`src/hdl/nes_io_pkg.sv`:
```
/*
 * shared widths for the softcore bridge and controller port
 * console button and gamepad bit positions
 * word plan and sequencer state enums
 */
package nes_io_pkg;

    ////////////////////
    // bus widths
    ////////////////////
    localparam int RV_ADDR_W  = 23;     // softcore byte address
    localparam int RV_DATA_W  = 32;
    localparam int RV_STRB_W  = 4;
    localparam int HALF_W     = 16;     // memory port data
    localparam int DS_W       = 2;      // memory byte selects
    localparam int JOY_BYTE_W = 8;
    localparam int NES_BTN_W  = 8;

    ////////////////////
    // console buttons, shifted out A first
    ////////////////////
    localparam int BTN_A      = 0;
    localparam int BTN_B      = 1;
    localparam int BTN_SELECT = 2;
    localparam int BTN_START  = 3;
    localparam int BTN_UP     = 4;
    localparam int BTN_DOWN   = 5;
    localparam int BTN_LEFT   = 6;
    localparam int BTN_RIGHT  = 7;

    // gamepad byte 0, active low
    localparam int PAD0_SELECT = 0;
    localparam int PAD0_START  = 3;
    localparam int PAD0_UP     = 4;
    localparam int PAD0_RIGHT  = 5;
    localparam int PAD0_DOWN   = 6;
    localparam int PAD0_LEFT   = 7;
    // gamepad byte 1, active low
    localparam int PAD1_CIRCLE = 5;
    localparam int PAD1_CROSS  = 6;

    // halves touched by one softcore access
    typedef enum logic [1:0] {
        PLAN_BOTH,
        PLAN_LOW_ONLY,
        PLAN_HIGH_ONLY
    } word_plan_e;

    typedef enum logic [2:0] {
        SEQ_IDLE,
        SEQ_WAIT0,      // low half in flight
        SEQ_DATA0,      // low read half on i_mem_dout
        SEQ_WAIT1,      // high half in flight
        SEQ_DATA1
    } seq_state_e;

endpackage

```
`src/hdl/rv_req_decode.sv`:
```
/*
 * softcore request edge detect with one pending slot
 * strobe decode into word plan and byte selects
 */
`timescale 1ns/10ps

module rv_req_decode import nes_io_pkg::*; (
    input  logic                 clk,
    input  logic                 sys_resetn,
    input  logic                 i_rv_valid,
    input  logic [RV_STRB_W-1:0] i_rv_wstrb,
    input  logic                 i_accept,
    output logic                 o_start,
    output word_plan_e           o_plan,
    output logic [DS_W-1:0]      o_ds_low,
    output logic [DS_W-1:0]      o_ds_high,
    output logic                 o_write
);

    logic            valid_r;
    logic            pending;
    logic            rise;
    logic            is_write;
    logic [DS_W-1:0] strb_lo;
    logic [DS_W-1:0] strb_hi;
    word_plan_e      plan_d;

    assign rise     = i_rv_valid & ~valid_r;
    assign strb_lo  = i_rv_wstrb[DS_W-1:0];
    assign strb_hi  = i_rv_wstrb[RV_STRB_W-1:DS_W];
    assign is_write = |i_rv_wstrb;              // no strobes means read

    always_comb begin
        plan_d = PLAN_BOTH;                     // all reads use both halves
        if (is_write && strb_lo == '0)
            plan_d = PLAN_HIGH_ONLY;
        else if (is_write && strb_hi == '0)
            plan_d = PLAN_LOW_ONLY;
    end

    always_ff @(posedge clk) begin
        if (!sys_resetn) begin
            valid_r <= 1'b0;
            pending <= 1'b0;
        end else begin
            valid_r <= i_rv_valid;
            if (rise)
                pending <= 1'b1;                // a new edge replaces an accepted one
            else if (i_accept)
                pending <= 1'b0;
        end
    end

    // request description, held until the next edge
    always_ff @(posedge clk) begin
        if (rise) begin
            o_plan    <= plan_d;
            o_write   <= is_write;
            o_ds_low  <= is_write ? strb_lo : '1;
            o_ds_high <= is_write ? strb_hi : '1;
        end
    end

    assign o_start = pending;

    // the softcore never issues a second edge over an unaccepted request
    a_no_overrun: assert property (@(posedge clk) disable iff (!sys_resetn)
        rise |-> (!pending || i_accept))
        else $error("request edge while previous request still pending");

endmodule

```
`src/hdl/rv_word_sequencer.sv`:
```
/*
 * issues one or two 16-bit accesses per softcore request
 * on the toggle request/acknowledge memory port
 */
`timescale 1ns/10ps

module rv_word_sequencer import nes_io_pkg::*; #(
    parameter int MEM_ADDR_W = 20
) (
    input  logic                  clk,
    input  logic                  sys_resetn,
    input  logic                  i_start,
    input  word_plan_e            i_plan,
    input  logic [DS_W-1:0]       i_ds_low,
    input  logic [DS_W-1:0]       i_ds_high,
    input  logic                  i_write,
    input  logic [RV_ADDR_W-1:0]  i_rv_addr,
    input  logic [RV_DATA_W-1:0]  i_rv_wdata,
    input  logic                  i_mem_req_ack,
    output logic                  o_accept,
    output logic [MEM_ADDR_W-1:0] o_mem_addr,
    output logic [HALF_W-1:0]     o_mem_din,
    output logic [DS_W-1:0]       o_mem_ds,
    output logic                  o_mem_we,
    output logic                  o_mem_req,
    output logic                  o_cap_low,
    output logic                  o_cap_high,
    output logic                  o_write_done
);

    seq_state_e      state;
    word_plan_e      plan_q;
    logic [DS_W-1:0] ds_high_q;
    logic            half;          // 1 while the upper half is addressed
    logic            done;          // acknowledge caught up with request

    assign done = (i_mem_req_ack == o_mem_req);

    always_ff @(posedge clk) begin
        if (!sys_resetn) begin
            state     <= SEQ_IDLE;
            o_mem_req <= 1'b0;
            o_mem_we  <= 1'b0;
        end else begin
            case (state)
                SEQ_IDLE: if (i_start) begin
                    o_mem_req <= ~o_mem_req;
                    o_mem_we  <= i_write;
                    state     <= (i_plan == PLAN_HIGH_ONLY) ? SEQ_WAIT1 : SEQ_WAIT0;
                end
                SEQ_WAIT0: if (done) begin
                    if (!o_mem_we) begin
                        state <= SEQ_DATA0;
                    end else if (plan_q == PLAN_LOW_ONLY) begin
                        state <= SEQ_IDLE;          // upper access skipped
                    end else begin
                        o_mem_req <= ~o_mem_req;
                        state     <= SEQ_WAIT1;
                    end
                end
                SEQ_DATA0: begin
                    o_mem_req <= ~o_mem_req;        // low half captured, fetch high
                    state     <= SEQ_WAIT1;
                end
                SEQ_WAIT1: if (done)
                    state <= o_mem_we ? SEQ_IDLE : SEQ_DATA1;
                SEQ_DATA1: state <= SEQ_IDLE;
                default:   state <= SEQ_IDLE;
            endcase
        end
    end

    // half select and byte selects follow each toggle
    always_ff @(posedge clk) begin
        if (state == SEQ_IDLE && i_start) begin
            plan_q    <= i_plan;
            ds_high_q <= i_ds_high;
            half      <= (i_plan == PLAN_HIGH_ONLY);
            o_mem_ds  <= (i_plan == PLAN_HIGH_ONLY) ? i_ds_high : i_ds_low;
        end else if ((state == SEQ_WAIT0 && done && o_mem_we) || state == SEQ_DATA0) begin
            half     <= 1'b1;
            o_mem_ds <= ds_high_q;
        end
    end

    assign o_accept   = (state == SEQ_IDLE) & i_start;
    assign o_mem_addr = {i_rv_addr[MEM_ADDR_W:2], half};
    assign o_mem_din  = half ? i_rv_wdata[RV_DATA_W-1:HALF_W] : i_rv_wdata[HALF_W-1:0];
    assign o_cap_low  = (state == SEQ_DATA0);
    assign o_cap_high = (state == SEQ_DATA1);

    // last write half acknowledged
    assign o_write_done = o_mem_we & done &
                          ((state == SEQ_WAIT0 && plan_q == PLAN_LOW_ONLY) ||
                           state == SEQ_WAIT1);

    // a new access only starts once the memory has answered the last one
    a_req_toggle: assert property (@(posedge clk) disable iff (!sys_resetn)
        (o_mem_req != $past(o_mem_req)) |-> ($past(i_mem_req_ack) == $past(o_mem_req)))
        else $error("memory request toggled before acknowledge");

endmodule

```
`src/hdl/rv_read_assemble.sv`:
```
/*
 * joins the two returned halves into the softcore read word
 * and pulses ready at the end of each request
 */
`timescale 1ns/10ps

module rv_read_assemble import nes_io_pkg::*; (
    input  logic                 clk,
    input  logic                 sys_resetn,
    input  logic                 i_cap_low,
    input  logic                 i_cap_high,
    input  logic                 i_write_done,
    input  logic [HALF_W-1:0]    i_mem_dout,
    output logic [RV_DATA_W-1:0] o_rv_rdata,
    output logic                 o_rv_ready
);

    logic [HALF_W-1:0] rdata_lo;
    logic [HALF_W-1:0] rdata_hi;

    ////////////////////
    // read halves
    ////////////////////
    always_ff @(posedge clk) begin
        if (i_cap_low)
            rdata_lo <= i_mem_dout;
        if (i_cap_high)
            rdata_hi <= i_mem_dout;
    end

    assign o_rv_rdata = {rdata_hi, rdata_lo};

    // one cycle after the last half
    always_ff @(posedge clk) begin
        if (!sys_resetn)
            o_rv_ready <= 1'b0;
        else
            o_rv_ready <= i_cap_high | i_write_done;
    end

    // each request ends with exactly one ready cycle
    a_ready_pulse: assert property (@(posedge clk) disable iff (!sys_resetn)
        o_rv_ready |=> !o_rv_ready)
        else $error("ready held for more than one cycle");

endmodule

```
`src/hdl/joypad_port.sv`:
```
/*
 * gamepad byte to console button mapping for two players
 * strobe latch and serial shift-out per joypad clock
 */
`timescale 1ns/10ps

module joypad_port import nes_io_pkg::*; (
    input  logic                  clk,
    input  logic                  sys_resetn,
    input  logic [JOY_BYTE_W-1:0] i_joy0_b0,
    input  logic [JOY_BYTE_W-1:0] i_joy0_b1,
    input  logic [JOY_BYTE_W-1:0] i_joy1_b0,
    input  logic [JOY_BYTE_W-1:0] i_joy1_b1,
    input  logic                  i_joypad_strobe,
    input  logic [1:0]            i_joypad_clock,
    output logic [1:0]            o_joypad_data
);

    logic [1:0][NES_BTN_W-1:0] btn;
    logic [1:0][NES_BTN_W-1:0] shift;
    logic                      strobe_q;
    logic [1:0]                clock_q;
    logic [1:0]                fall_q;

    // gamepad bits are active low, console buttons active high
    function automatic logic [NES_BTN_W-1:0] map_pad(
        input logic [JOY_BYTE_W-1:0] b0,
        input logic [JOY_BYTE_W-1:0] b1
    );
        logic [NES_BTN_W-1:0] m;
        m             = '0;
        m[BTN_RIGHT]  = ~b0[PAD0_RIGHT];
        m[BTN_LEFT]   = ~b0[PAD0_LEFT];
        m[BTN_DOWN]   = ~b0[PAD0_DOWN];
        m[BTN_UP]     = ~b0[PAD0_UP];
        m[BTN_START]  = ~b0[PAD0_START];
        m[BTN_SELECT] = ~b0[PAD0_SELECT];
        m[BTN_B]      = ~b1[PAD1_CROSS];
        m[BTN_A]      = ~b1[PAD1_CIRCLE];
        return m;
    endfunction

    assign btn[0] = map_pad(i_joy0_b0, i_joy0_b1);
    assign btn[1] = map_pad(i_joy1_b0, i_joy1_b1);

    ////////////////////
    // edge tracking
    ////////////////////
    always_ff @(posedge clk) begin
        if (!sys_resetn) begin
            strobe_q <= 1'b0;
            clock_q  <= '0;
            fall_q   <= '0;
        end else begin
            strobe_q <= i_joypad_strobe;
            clock_q  <= i_joypad_clock;
            fall_q   <= clock_q & ~i_joypad_clock;     // falling edge per player
        end
    end

    ////////////////////
    // shift registers
    ////////////////////
    always_ff @(posedge clk) begin
        if (!sys_resetn) begin
            shift <= '0;
        end else begin
            for (int p = 0; p < 2; p++) begin
                if (fall_q[p])
                    shift[p] <= {1'b0, shift[p][NES_BTN_W-1:1]};    // shift beats load
                else if (strobe_q)
                    shift[p] <= btn[p];
            end
        end
    end

    assign o_joypad_data = {shift[1][0], shift[0][0]};

endmodule

```
`src/hdl/nes_io_top.sv`:
```
/*
 * console io top level
 * softcore memory bridge and two-player controller port
 */
`timescale 1ns/10ps

module nes_io_top import nes_io_pkg::*; #(
    parameter int MEM_ADDR_W = 20
) (
    input  logic                  clk,
    input  logic                  sys_resetn,

    // softcore bus
    input  logic                  i_rv_valid,
    input  logic [RV_ADDR_W-1:0]  i_rv_addr,
    input  logic [RV_DATA_W-1:0]  i_rv_wdata,
    input  logic [RV_STRB_W-1:0]  i_rv_wstrb,
    output logic                  o_rv_ready,
    output logic [RV_DATA_W-1:0]  o_rv_rdata,

    // 16-bit memory port
    output logic [MEM_ADDR_W-1:0] o_mem_addr,
    output logic [HALF_W-1:0]     o_mem_din,
    output logic [DS_W-1:0]       o_mem_ds,
    output logic                  o_mem_we,
    output logic                  o_mem_req,
    input  logic                  i_mem_req_ack,
    input  logic [HALF_W-1:0]     i_mem_dout,

    // gamepads and console joypad lines
    input  logic [JOY_BYTE_W-1:0] i_joy0_b0,
    input  logic [JOY_BYTE_W-1:0] i_joy0_b1,
    input  logic [JOY_BYTE_W-1:0] i_joy1_b0,
    input  logic [JOY_BYTE_W-1:0] i_joy1_b1,
    input  logic                  i_joypad_strobe,
    input  logic [1:0]            i_joypad_clock,
    output logic [1:0]            o_joypad_data
);

    logic            start;
    logic            accept;
    word_plan_e      plan;
    logic [DS_W-1:0] ds_low;
    logic [DS_W-1:0] ds_high;
    logic            write;
    logic            cap_low;
    logic            cap_high;
    logic            write_done;

    ////////////////////
    // softcore bridge
    ////////////////////
    rv_req_decode u_decode (
        .clk(clk), .sys_resetn(sys_resetn),
        .i_rv_valid(i_rv_valid), .i_rv_wstrb(i_rv_wstrb), .i_accept(accept),
        .o_start(start), .o_plan(plan), .o_ds_low(ds_low), .o_ds_high(ds_high),
        .o_write(write)
    );

    rv_word_sequencer #(.MEM_ADDR_W(MEM_ADDR_W)) u_sequencer (
        .clk(clk), .sys_resetn(sys_resetn),
        .i_start(start), .i_plan(plan), .i_ds_low(ds_low), .i_ds_high(ds_high),
        .i_write(write), .i_rv_addr(i_rv_addr), .i_rv_wdata(i_rv_wdata),
        .i_mem_req_ack(i_mem_req_ack), .o_accept(accept),
        .o_mem_addr(o_mem_addr), .o_mem_din(o_mem_din), .o_mem_ds(o_mem_ds),
        .o_mem_we(o_mem_we), .o_mem_req(o_mem_req),
        .o_cap_low(cap_low), .o_cap_high(cap_high), .o_write_done(write_done)
    );

    rv_read_assemble u_assemble (
        .clk(clk), .sys_resetn(sys_resetn),
        .i_cap_low(cap_low), .i_cap_high(cap_high), .i_write_done(write_done),
        .i_mem_dout(i_mem_dout), .o_rv_rdata(o_rv_rdata), .o_rv_ready(o_rv_ready)
    );

    ////////////////////
    // controller port
    ////////////////////
    joypad_port u_joypad (
        .clk(clk), .sys_resetn(sys_resetn),
        .i_joy0_b0(i_joy0_b0), .i_joy0_b1(i_joy0_b1),
        .i_joy1_b0(i_joy1_b0), .i_joy1_b1(i_joy1_b1),
        .i_joypad_strobe(i_joypad_strobe), .i_joypad_clock(i_joypad_clock),
        .o_joypad_data(o_joypad_data)
    );

endmodule

```
`config.mk`:
```
export PLATFORM = sky130hd
export DESIGN_NAME = nes_io_top
export DESIGN_NICKNAME = d
export VERILOG_FILES = /design/src/hdl/nes_io_pkg.sv /design/src/hdl/rv_req_decode.sv /design/src/hdl/rv_word_sequencer.sv /design/src/hdl/rv_read_assemble.sv /design/src/hdl/joypad_port.sv /design/src/hdl/nes_io_top.sv
export SDC_FILE = /design/constraint.sdc
export NUM_CORES = 1
export LEC_CHECK = 0
export ABC_AREA = 1
export BUFFER_PORTS_ARGS = -buffer_cell sky130_fd_sc_hd__buf_2
export CORE_MARGIN = 5
export CORE_UTILIZATION = 42
export DETAILED_ROUTE_END_ITERATION = 8
export GPL_ROUTABILITY_DRIVEN = 0
export PLACE_DENSITY = 0.77
export SLEW_MARGIN = 10
export SYNTH_ARGS = -nofsm -noshare
export SYNTH_HDL_FRONTEND = slang
export SYNTH_SLANG_ARGS = --single-unit
```
`constraint.sdc`:
```
create_clock -name clk -period 2.7 [get_ports clk]
set_clock_uncertainty 0.2 [all_clocks]
set_input_delay 0.675 -clock clk [delete_from_list [all_inputs] [get_ports clk]]
set_output_delay 0.675 -clock clk [all_outputs]
set_load 0.005 [all_outputs]
```
# After elaboration in Yosys (flattened, before gate mapping)
# Cells that the tools add are included.
[word_totals] output_inout_bits=75 ff_bits=75 word_cells=109
[classes] eq_ne=12 reduce_logical=22 bitwise=26 n_mux=26
[ops] operator="two-way mux 7 bit" count=4
[ops] operator="inverter 1 bit" count=19
[ops] operator="two-way mux 16 bit" count=1
[ops] operator="two-way mux 3 bit" count=5
[ops] operator="one-hot mux 3 bit (4 select lines)" count=1
[ops] operator="two-way mux 2 bit" count=5
[ops] operator="two-way mux 1 bit" count=9
[ops] operator="nonzero test 2 bit" count=4
[ops] operator="== test 3 x 2 -> 1 bit, second input constant" count=2
[ops] operator="logical AND 1 bit" count=6
[ops] operator="inequality test 2 x 1 -> 1 bit, second input constant" count=3
[ops] operator="AND reduction 5 bit" count=1
[ops] operator="AND 1 bit" count=4
[ops] operator="zero test 2 bit" count=2
[ops] operator="inequality test 2 bit, second input constant" count=2
[ops] operator="OR reduction 2 bit" count=2
[ops] operator="OR reduction 4 bit" count=1
[ops] operator="== test 3 x 1 -> 1 bit, second input constant" count=1
[ops] operator="== test 3 bit, second input constant" count=1
[ops] operator="zero test 3 bit" count=1
[ops] operator="one-hot mux 1 bit (3 select lines)" count=1
[ops] operator="AND reduction 3 bit" count=1
[ops] operator="nonzero test 3 bit" count=1
[ops] operator="AND 2 bit" count=1
[ops] operator="7 further kinds" count=8

# Logic depth before layout (Yosys ltp)
# Gate-level depths: netlist of run 1.
[logic_depth] depth_word=6 depth_mapped=8 mapped_depth_nobuf=8

# Cells and area by module
# A second synthesis of run 1 with hierarchy kept.
[unflattened] hier_cells=337 hier_area_um2=3404.5
[modules_own_cells] module="joypad_port" area_each_um2=1056.0 instances=1 cells_each=153 seq_area_each_um2=420.4
[modules_own_cells] module="rv_word_sequencer" area_each_um2=1012.2 instances=1 cells_each=117 seq_area_each_um2=310.3
[modules_own_cells] module="rv_read_assemble" area_each_um2=992.2 instances=1 cells_each=36 seq_area_each_um2=980.9
[modules_own_cells] module="rv_req_decode" area_each_um2=344.1 instances=1 cells_each=31 seq_area_each_um2=250.2

# Worst setup path after synthesis of run 1
# Ideal clock, no wire load.
[synth_path] path_type="reg2reg" start="register u_sequencer.state[2]" end="register u_assemble.rdata_hi[0], enable pin" arrival_ps=1599 setup_time_ps=412 n_path_buf=0 slack_ps=490 path_stages_with_launch=3 required_time_ps=2088 period_less_slack_ps=2210 cell_sequence="dfxtp_1 inv_1 nor3_1"
[synth_between] elab_chain_len=1
[synth_lines] item="start, declared" line_no="rv_word_sequencer.sv:31" text="seq_state_e state;"
[synth_lines] item="start signal, assigned" line_no="rv_word_sequencer.sv:49" text="state <= (i_plan == PLAN_HIGH_ONLY) ? SEQ_WAIT1 : SEQ_WAIT0;"
[synth_lines] item="start signal, assigned" line_no="rv_word_sequencer.sv:66" text="state <= o_mem_we ? SEQ_IDLE : SEQ_DATA1;"
[synth_lines] item="== test 3 bit" line_no="rv_word_sequencer.sv:90" text="assign o_cap_high = (state == SEQ_DATA1);"
[synth_lines] item="end signal, assigned" line_no="rv_read_assemble.sv:28" text="rdata_hi <= i_mem_dout;"
[synth_lines] item="end, declared" line_no="rv_read_assemble.sv:19" text="logic [HALF_W-1:0] rdata_hi;"
# Every way passes these cells.
# A chain may end at the register's enable or synchronous reset.

# Worst setup path in the final report of run 1
[layout_path] start="register u_sequencer.half" end="output o_mem_din[10]"
[layout_between] elab_chain_len=1
[layout_lines] item="start, declared" line_no="rv_word_sequencer.sv:34" text="logic half;"
[layout_lines] item="start signal, assigned" line_no="rv_word_sequencer.sv:78" text="half <= (i_plan == PLAN_HIGH_ONLY);"
[layout_lines] item="two-way mux 16 bit" line_no="rv_word_sequencer.sv:88" text="assign o_mem_din = half ? i_rv_wdata[RV_DATA_W-1:HALF_W] : i_rv_wdata[HALF_W-1:0];"
[layout_lines] item="end, declared" line_no="nes_io_top.sv:23" text="output logic [HALF_W-1:0] o_mem_din,"
# Every way passes these cells.

==> results of run 1 <==
metrics by stage:
stage | setup slack, ns | util, % | power [uW] | cells | cell area (sq um)
6_report | 0.1865 | 53.56 | 2671 | 484 | 3822
5_1_grt | 0.08506 | 53.56 | 2827 | 484 | 3822
4_1_cts | 0.1548 | 53.56 | 2713 | 484 | 3822
3_5_place_dp | 0.5389 | 51.02 | 1919 | 468 | 3641
3_3_place_gp | 0.5784 | 51.02 | 1898 | 468 | 3641
2_1_floorplan | 0.4898 | - | 1731 | 265 | 3044
worst paths after layout:
| kind | startpoint | end | slack (ns) | cells past startpoint |
|---|---|---|---|---|
| max | u_sequencer.half | o_mem_din[10] | 0.19 | 2 |
| min reg2reg | u_joypad.clock_q[1] | u_joypad.fall_q[1] | 0.22 | 2 |
| max reg2reg | u_sequencer.state[2] | u_sequencer.half | 1.01 | 6 |
| min | u_joypad.clock_q[1] | u_joypad.fall_q[1] | 0.22 | 2 |
metal layers:
metal	track usage (%)	wire length (microns)	share of wire, %
met5	0	0	0
met4	7.212	148	2.2
met1	15.09	2461	37
met3	5.209	807	12
met2	26.53	3288	49
registers in the layout (all words and copies together) (netlist names), 2 cells and up:
register and cells:
u_assemble.rdata_hi 16, u_assemble.rdata_lo 16, u_decode.o_ds_high 2, u_decode.o_ds_low 2, u_decode.o_plan 2, u_joypad.clock_q 2, u_joypad.fall_q 2, u_joypad.o_joypad_data 2
u_joypad.shift 14, u_sequencer.ds_high_q 2, u_sequencer.o_mem_ds 2, u_sequencer.plan_q 2, u_sequencer.state 3
cells in the mapped netlist, types with 2 or more instances:
cell type,number
nor2_1,30
o211ai_1,2
inv_2,4
buf_2,5
o221ai_1,14
inv_1,24
dfxtp_1,29
a21oi_1,18
nand3_1,4
nand2_1,33
edfxtp_1,46
buf_4,23
nor2_2,2
nand3_2,2
o31ai_1,2
nor3_1,4
nand2_2,3
mux2_2,16
cell families after synthesis:
family | Yosys count
compound gates | 37
buf+inv | 56
flops | 75
mux | 16
simple gates | 81
layout make-up:
class | instances | area (sq um)
flip-flops and latches | 75 | 1962
inverters | 28 | 105.1
clock inverters | 7 | 57.56
fillers | 682 | 3314
repair buffers | 132 | 665.6
clock buffers | 9 | 123.9
well taps | 99 | 123.9
multi-input cells | 134 | 784.5
cells in the final DEF (no fill, tap or decap), types with 4 or more instances in the layout:
master      n
buf_2     130
o221ai_1   14
nand2_1    33
inv_2       4
inv_1      24
nor2_1     30
mux2_2     16
dfxtp_1    29
nand3_1     4
clkbuf_8    9
edfxtp_1   46
a21oi_1    18
worst register-to-register path, stage by stage (launching register included):
cell     delay [ns]
dfxtp_1        0.36
nor2_1         0.18
inv_1          0.10
nor2_1         0.09
buf_4          0.25
a21oi_1        0.08
nand2_1        0.12
power by group through the flow:
stage	Combinational, uW	Clock, uW	Sequential, uW
finish	473	785	1410
global route	537	865	1430
CTS	482	818	1410
detailed placement	480	0	1440
global placement	464	0	1430
floorplan	304	0	1430
==> flow_metrics.tcl, run 1 <==
set metrics [dict create \
    synth-compound-area-share_pct 8.138 \
    timing.slew.headroom_pct 57.50 \
    ys_ff_latch 75 \
    cts_setup_buffers 0 \
    nets 494 \
    postSynth.asyncResetShare_pct 0 \
    synthDominantCellAreaShare_pct 45.38 \
    die_area_sq_um 9051 \
    htreeDepth 3 \
    dr.pass1.iters 4 \
    antenna_found_initial 0 \
    cp.required_ns 1.82 \
    syn_nets 379 \
    power.density_nw_per_um2 698.7 \
    root_buffer "clkbuf_8" \
    path_max_fanout 17 \
    rsz0062_at_grt "no" \
    die_w_microns 95.14 \
    grt_usage_pct 14.76 \
    hold_viol 0 \
    start_kind "flop" \
    ant_nets 0 \
    synthMuxAreaShare_pct 5.919 \
    slowest_stage "edfxtp_1" \
    switchingPower_uw 760.9 \
    cts_buffers 9 \
    switching_share_pct 28.49 \
    max-clock-path-buffers 2 \
    coreArea_sq_um 7137 \
    avgViaCountPerCell 4.684 \
    synth_top_flop_cell "edfxtp_1" \
    drive_above_1_share_pct 45.97 \
    synth_top_family_by_area "simple AND/OR/NAND/NOR gates" \
    io_buffer_count 130 \
    syn_area_per_cell_sq_um 11.49 \
    drt_wl_total_microns 6706 \
    whs_ns 0.2234 \
    path_class "flop to output pin" \
    worstSkewPairLatency_ns 0.35 \
    period_needed_ns 2.514 \
    p_leak_uw 0.001737 \
    crit_chain "mux2_2 -> buf_2" \
    cap_violations 0 \
    routed-via-count 2267 \
    ys_seq_area_share_pct 64.45 \
    synth_fa_ha_area_share_pct 0 \
    syn_area_sq_um 3044 \
    cts.repair.resized 0 \
    max_freq_ghz 0.3979 \
    combPwrFrac_pct 17.7 \
    setup_tns_ns 0 \
    status "finished clean" \
    synth_edf_count 46 \
    worst_setup_path_end_kind "output pin" \
    drc 0 \
    synth_xor_area_share_pct 0 \
    clock-sinks 75 \
    cts_tree "yes" \
    clkTransAtPathRegs_ns 0.08 \
    tightest_slew_ns 0.6374 \
    hold_buffers 0 \
    syn2layout_area_growth_pct 25.57 \
    rows 31 \
    final.period_utilization_pct 93.09 \
    setup_viol 0 \
    seq_power_share_pct 52.9 \
    drt_iter0_drc 87 \
    die_y_microns 95.14 \
    first_global_vias 2248 \
    slew_violations 0 \
    yosysTopAreaCell "edfxtp_1" \
    n_antenna_cell 0 \
    critPathBufInv 1 \
    ys_top_cells_by_area "edfxtp_1 (45%), dfxtp_1 (19%), mux2_2 (5.9%)" \
    grt.overflow.total 0 \
    grt_pass1_wl_microns 10230 \
    ioPinCount 189 \
    wl_per_cell_microns 13.86 \
    ys_types 22 \
    internal_power_uw 1910 \
    hp-class "flop to flop" \
    synth-simple-area-share_pct 11.55 \
    initial_core_util_pct 42.65 \
    critical_path.top_delay_family "flip-flops" \
    syn_inst 265 \
    place_hpwl_microns 5279 \
    peakVddDrop_mv 0.3355 \
    synth_warnings 0 \
    cp.arrival_ns 1.64 \
    slowest_delay_ns 0.76 \
    grt_max_degree 28 \
    power_frac_clock_pct 29.4 \
]
Note: power is estimated with default switching activity, not from simulation.
==> run 2: changes to the inputs <==
--- a/config.mk
+++ b/config.mk
@@ -5,13 +5,14 @@
 export SDC_FILE = /design/constraint.sdc
 export NUM_CORES = 1
 export LEC_CHECK = 0
-export ABC_AREA = 1
+export ABC_AREA = 0
 export BUFFER_PORTS_ARGS = -buffer_cell sky130_fd_sc_hd__buf_2
 export CORE_MARGIN = 5
 export CORE_UTILIZATION = 42
 export DETAILED_ROUTE_END_ITERATION = 8
 export GPL_ROUTABILITY_DRIVEN = 0
-export PLACE_DENSITY = 0.77
+export PLACE_DENSITY = 0.76
+export SKIP_LAST_GASP = 1
 export SLEW_MARGIN = 10
 export SYNTH_ARGS = -nofsm -noshare
 export SYNTH_HDL_FRONTEND = slang
==> run 2 against run 1 <==
Effect of this change:
- cell area up 3.6%
- hold slack gained 0.0060 ns
- first-iteration DRC count decreased by 25%
- via count is 4.1% lower
- highest routed layer unchanged
==> flow_metrics.tcl, run 2 <==
set metrics [dict create \
    m1WireLength_microns 2502 \
    ys_ff_latch 75 \
    max_freq_ghz 0.3971 \
    yosysMostFrequentCell "edfxtp_1" \
    rows 31 \
    timing.slew.headroom_pct 57.04 \
    ant_nets 0 \
    dr.pass1.iters 5 \
    drt_iter0_drc 65 \
    syn_inst 255 \
    synth_edf_count 46 \
    start_kind "flop" \
    tightest_slew_ns 0.6431 \
    hp-class "flop to flop" \
    grt_pass1_wl_microns 10500 \
    htreeDepth 3 \
    dr_wl_met3_microns 517 \
    cp.arrival_ns 1.64 \
    die_y_microns 96.87 \
    io_buffer_count 130 \
    max-clock-path-buffers 2 \
    ys_types 33 \
    period_needed_ns 2.518 \
    drt_wl_total_microns 6415 \
    yosysTopAreaCell "edfxtp_1" \
    cap_violations 0 \
    hold_buffers 0 \
    nets 479 \
    top_regs "u_assemble.rdata_hi: 16 flops, u_assemble.rdata_lo: 16 flops, u_joypad.shift: 14 flops" \
    syn_nets 369 \
    final.period_utilization_pct 93.27 \
    grt_usage_pct 13.87 \
    ff2ff_path_depth 5 \
    postSynth.asyncResetShare_pct 0 \
    p_leak_uw 0.001638 \
    final_common_cell "buf_2" \
    die_w_microns 96.87 \
    whs_ns 0.2294 \
    drc 0 \
    cts.repair.resized 0 \
    r2r_start "u_sequencer.state[0]" \
    final_cell_mix "buf_2 (130), edfxtp_1 (46), dfxtp_1 (29)" \
    ys_top_cells_by_area "edfxtp_1 (44%), dfxtp_1 (18%), buf_4 (5.7%)" \
    die_area_sq_um 9383 \
    routed-via-count 2173 \
    worst_setup_path_end_kind "output pin" \
    power.density_nw_per_um2 627.0 \
    synthTopCellsByCount "edfxtp_1 (46), dfxtp_1 (29), buf_4 (24)" \
    antenna_found_initial 0 \
    syn_area_per_cell_sq_um 12.43 \
    peakVddDrop_mv 0.3155 \
    topRoutingLayerUsed "met4" \
    clock-sinks 75 \
    path_class "flop to output pin" \
    syn2layout_area_growth_pct 24.91 \
    rsz0062_at_grt "no" \
    ioPinCount 189 \
    first_global_vias 2155 \
    avgViaCountPerCell 4.633 \
    grt.overflow.total 0 \
    cts_buffers 9 \
    cts_setup_buffers 0 \
    n_antenna_cell 0 \
    initial_core_util_pct 43.46 \
    ys_seq_area_share_pct 61.90 \
    endpoint "o_mem_din[8]" \
    cts_tree "yes" \
    clkTransAtPathRegs_ns 0.08 \
    rrSetupSlack_ns 0.93 \
    synth_top_flop_cell "edfxtp_1" \
    root_buffer "clkbuf_8" \
    grt_max_degree 30 \
    syn_area_sq_um 3169 \
    synthDominantCellAreaShare_pct 43.58 \
    setup_viol 0 \
    cp.required_ns 1.82 \
    wl_per_cell_microns 13.68 \
    setup_tns_ns 0 \
    coreArea_sq_um 7292 \
    rr_endpoint "u_sequencer.o_mem_ds[1]" \
    cp-startpoint "u_sequencer.half" \
    wl_met2_microns 3313 \
    slew_violations 0 \
    drive_above_1_share_pct 47.30 \
    place_hpwl_microns 4951 \
    status "finished clean" \
    synth_warnings 0 \
    worstSkewPairLatency_ns 0.34 \
    post-route-util_pct 54.29 \
    hold_viol 0 \
    path_max_fanout 17 \
]
==> run 2: changes by cell type in the layout (fill, tap and decap cells not counted), sizes merged, moves of 6 or more <==
cell / before / now
a211oi: 0 / 8
nor2b: 0 / 13
nand2: 36 / 10
nor2: 32 / 18
o221ai: 14 / 0
inv: 32 / 13
nand3: 6 / 0
o21ai: 1 / 9
mux2i: 0 / 10
and2: 1 / 11
==> run 2: area by class of cell <==
cell class              count  area (sq um)
inverters                  10         37.54
fillers                   659          3333
repair buffers            134         680.7
flip-flops and latches     75          1962
multi-input cells         135         948.4
well taps                  99         123.9
clock inverters             7         82.58
clock buffers               9         123.9
==> run 2: worst min path at each step <==
stage | from | end | depth (start not counted)
after floorplan | u_joypad.clock_q[0] | u_joypad.fall_q[0] | 2
after global routing | u_joypad.clock_q[0] | u_joypad.fall_q[0] | 2
final | u_joypad.clock_q[0] | u_joypad.fall_q[0] | 2
after CTS | u_joypad.clock_q[1] | u_joypad.fall_q[1] | 2
after detailed placement | u_joypad.clock_q[0] | u_joypad.fall_q[0] | 2
after global placement | u_joypad.clock_q[1] | u_joypad.fall_q[1] | 2
==> run 2: worst max-delay path, cell delays in order (launching register included) <==
cell and delay [ns]:
edfxtp_1 0.76, mux2_2 0.41, buf_2 0.13
==> run 2: power breakdown <==
group / total (uW) / internal [uW] / leakage, uW / switching, uW
clock network: 865 / 441 / 0.0000984 / 425
logic: 290 / 160 / 0.000881 / 129
registers: 1330 / 1280 / 0.000658 / 47.8
total: 2480 / 1880 / 0.00164 / 602
==> run 2: through the flow <==
stage	setup slack (ns)	power, uW	std cells	cell area, sq um
finish	0.1816	2482	469	3959
global route	0.09465	2614	469	3959
CTS	0.1385	2521	469	3959
detailed placement	0.5289	1648	453	3752
global placement	0.5709	1636	453	3752
floorplan	0.3326	1541	255	3169
==> run 2: cells by family (layout without fill, tap and decap cells) <==
group / count (synthesis) / after routing / share of synthesized area (%)
AO/OA/AOI/OAI: 39 / 39 / 7.777
XOR/XNOR: 1 / 1 / 0.8686
buffers and inverters: 45 / 160 / 8.330
flip-flops: 75 / 75 / 61.90
multiplexers: 26 / 26 / 8.843
AND/OR/NAND/NOR: 69 / 69 / 12.28
==> run 2: routing by layer <==
| layer | vias up | GRT usage [%] |
|---|---|---|
| li1 | 1093 | - |
| met5 | - | 0 |
| met1 | 975 | 14.18 |
| met4 | 0 | 6.263 |
| met3 | 13 | 6.187 |
| met2 | 92 | 24.26 |
==> run 3: changes to the inputs <==
--- a/config.mk
+++ b/config.mk
@@ -8,10 +8,10 @@
 export ABC_AREA = 0
 export BUFFER_PORTS_ARGS = -buffer_cell sky130_fd_sc_hd__buf_2
 export CORE_MARGIN = 5
-export CORE_UTILIZATION = 42
+export CORE_UTILIZATION = 43
 export DETAILED_ROUTE_END_ITERATION = 8
 export GPL_ROUTABILITY_DRIVEN = 0
-export PLACE_DENSITY = 0.76
+export PLACE_DENSITY = 0.77
 export SKIP_LAST_GASP = 1
 export SLEW_MARGIN = 10
 export SYNTH_ARGS = -nofsm -noshare
==> run 3 against run 2 <==
Effect of this change:
- first-iteration DRC count up 66%
- critical path type unchanged
- via count about the same
- worst setup slack worse by 0.030 ns
- sequential power about the same
- highest routed layer unchanged
- routed wire length down 3.3%
- combinational power about the same
- fmax down 1.2%
- cell area down 0.38%
- clock power down 6.4%
- flip-flop and latch count unchanged
- critical path depth unchanged
- core utilization up 0.38 points
==> flow_metrics.tcl, run 3 (synthesized netlist as in run 2, its figures left out) <==
set metrics [dict create \
    cts_setup_buffers 0 \
    r2r_start "u_sequencer.state[1]" \
    ioPinCount 189 \
    hold_path_depth 2 \
    path_max_fanout 17 \
    cts.repair.resized 0 \
    routed-via-count 2175 \
    grt_max_degree 30 \
    die_w_microns 95.85 \
    hold-path-endpoint "u_joypad.fall_q[0]" \
    avgViaCountPerCell 4.638 \
    drt_wl_total_microns 6205 \
    grt_pass1_wl_microns 9301 \
    final.period_utilization_pct 94.40 \
    grt.overflow.total 0 \
    root_buffer "clkbuf_8" \
    cp.required_ns 1.82 \
    dr.pass1.iters 4 \
    rr_endpoint "u_sequencer.o_mem_req" \
    slowest_stage "edfxtp_1" \
    first_global_vias 2005 \
    rrSetupSlack_ns 0.92 \
    peakVddDrop_mv 0.3251 \
    tightest_slew_ns 0.6762 \
    worst_setup_path_end_kind "output pin" \
    hold_buffers 0 \
    worstSkewPairLatency_ns 0.33 \
    cts_tree "yes" \
    ant_nets 0 \
    cts_buffers 9 \
    final_cell_mix "buf_2 (130), edfxtp_1 (46), dfxtp_1 (29)" \
    p_leak_uw 0.001632 \
    final_common_cell "buf_2" \
    die_y_microns 95.85 \
    drc 0 \
    n_antenna_cell 0 \
    slew_violations 0 \
    post-route-util_pct 54.67 \
    grt_usage_pct 13.09 \
    power.density_nw_per_um2 616.1 \
    rsz0062_at_grt "no" \
    wl_per_cell_microns 13.23 \
    clock-sinks 75 \
    dpl-instance-area_sq_um 3752 \
    cap_violations 0 \
    antenna_found_initial 0 \
    drive_above_1_share_pct 47.03 \
    setup_viol 0 \
    place_hpwl_microns 4772 \
    nets 479 \
    setup_tns_ns 0 \
    min_from "u_joypad.clock_q[0]" \
    coreArea_sq_um 7214 \
    start_kind "flop" \
    max_freq_ghz 0.3923 \
    drt_iter0_drc 108 \
    htreeDepth 3 \
    rows 31 \
    path_class "flop to output pin" \
    timing.slew.headroom_pct 54.92 \
    status "finished clean" \
    ff2ff_path_depth 4 \
    max-clock-path-buffers 2 \
    syn2layout_area_growth_pct 24.44 \
    stdcell_area_sq_um 3944 \
    io_buffer_count 130 \
    hold_viol 0 \
    cp.arrival_ns 1.67 \
    whs_ns 0.2206 \
    initial_core_util_pct 43.93 \
    n_fill_cell 661 \
    top_regs "u_assemble.rdata_hi: 16 flops, u_assemble.rdata_lo: 16 flops, u_joypad.shift: 14 flops" \
    period_needed_ns 2.549 \
    hp-class "flop to flop" \
    clkTransAtPathRegs_ns 0.08 \
    crit_chain "mux2_2 -> buf_2" \
    slowest_delay_ns 0.79 \
    die_area_sq_um 9187 \
]
==> run 3: worst max-delay path by stage <==
stage / cells past startpoint / end / startpoint / slack (ns)
finish: 2 / o_mem_din[9] / u_sequencer.half / 0.15
detailed placement: 2 / o_mem_din[9] / u_sequencer.half / 0.55
floorplan: 2 / u_assemble.rdata_hi[0] / u_sequencer.state[1] / 0.33
global route: 2 / o_mem_din[9] / u_sequencer.half / 0.1
CTS: 2 / o_mem_din[9] / u_sequencer.half / 0.17
global placement: 2 / o_mem_din[0] / u_sequencer.half / 0.60
==> run 3: per-stage QoR <==
step | setup WS [ns] | std cells | power (uW)
floorplan | 0.3326 | 255 | 1541
global placement | 0.5978 | 453 | 1635
detailed placement | 0.5490 | 453 | 1648
CTS | 0.1651 | 469 | 2462
global route | 0.09651 | 469 | 2569
finish | 0.1512 | 469 | 2430
==> run 3: report_power, final <==
part	total [uW]	internal [uW]	switching, uW
sequential	1330	1280	48.9
clock	810	423	387
combinational	291	160	130
total	2430	1860	566
==> run 3: final cells by class <==
cell class | instances | area [sq um] | share of cell area [%]
clock buffer | 9 | 123.9 | 3.141
clock inverter | 7 | 67.56 | 1.713
inverter | 10 | 37.54 | 0.9518
multi-input combinational | 135 | 948.4 | 24.05
sequential | 75 | 1962 | 49.75
tap | 99 | 123.9 | 3.141
timing repair buffer | 134 | 680.7 | 17.26
==> run 3: routing by layer <==
metal / up-vias / wire length [microns] / global-route usage, %
li1: 1089 / - / -
met1: 979 / 2581 / 16.00
met2: 95 / 3001 / 21.48
met3: 12 / 535 / 4.144
met4: 0 / 86 / 5.213
met5: - / 0 / 0
==> run 3: critical path, delay by kind of cell (launching register included) <==
kind | cells | cell delay [ns]
buffers and inverters | 1 | 0.13
flip-flops | 1 | 0.79
multiplexers | 1 | 0.42
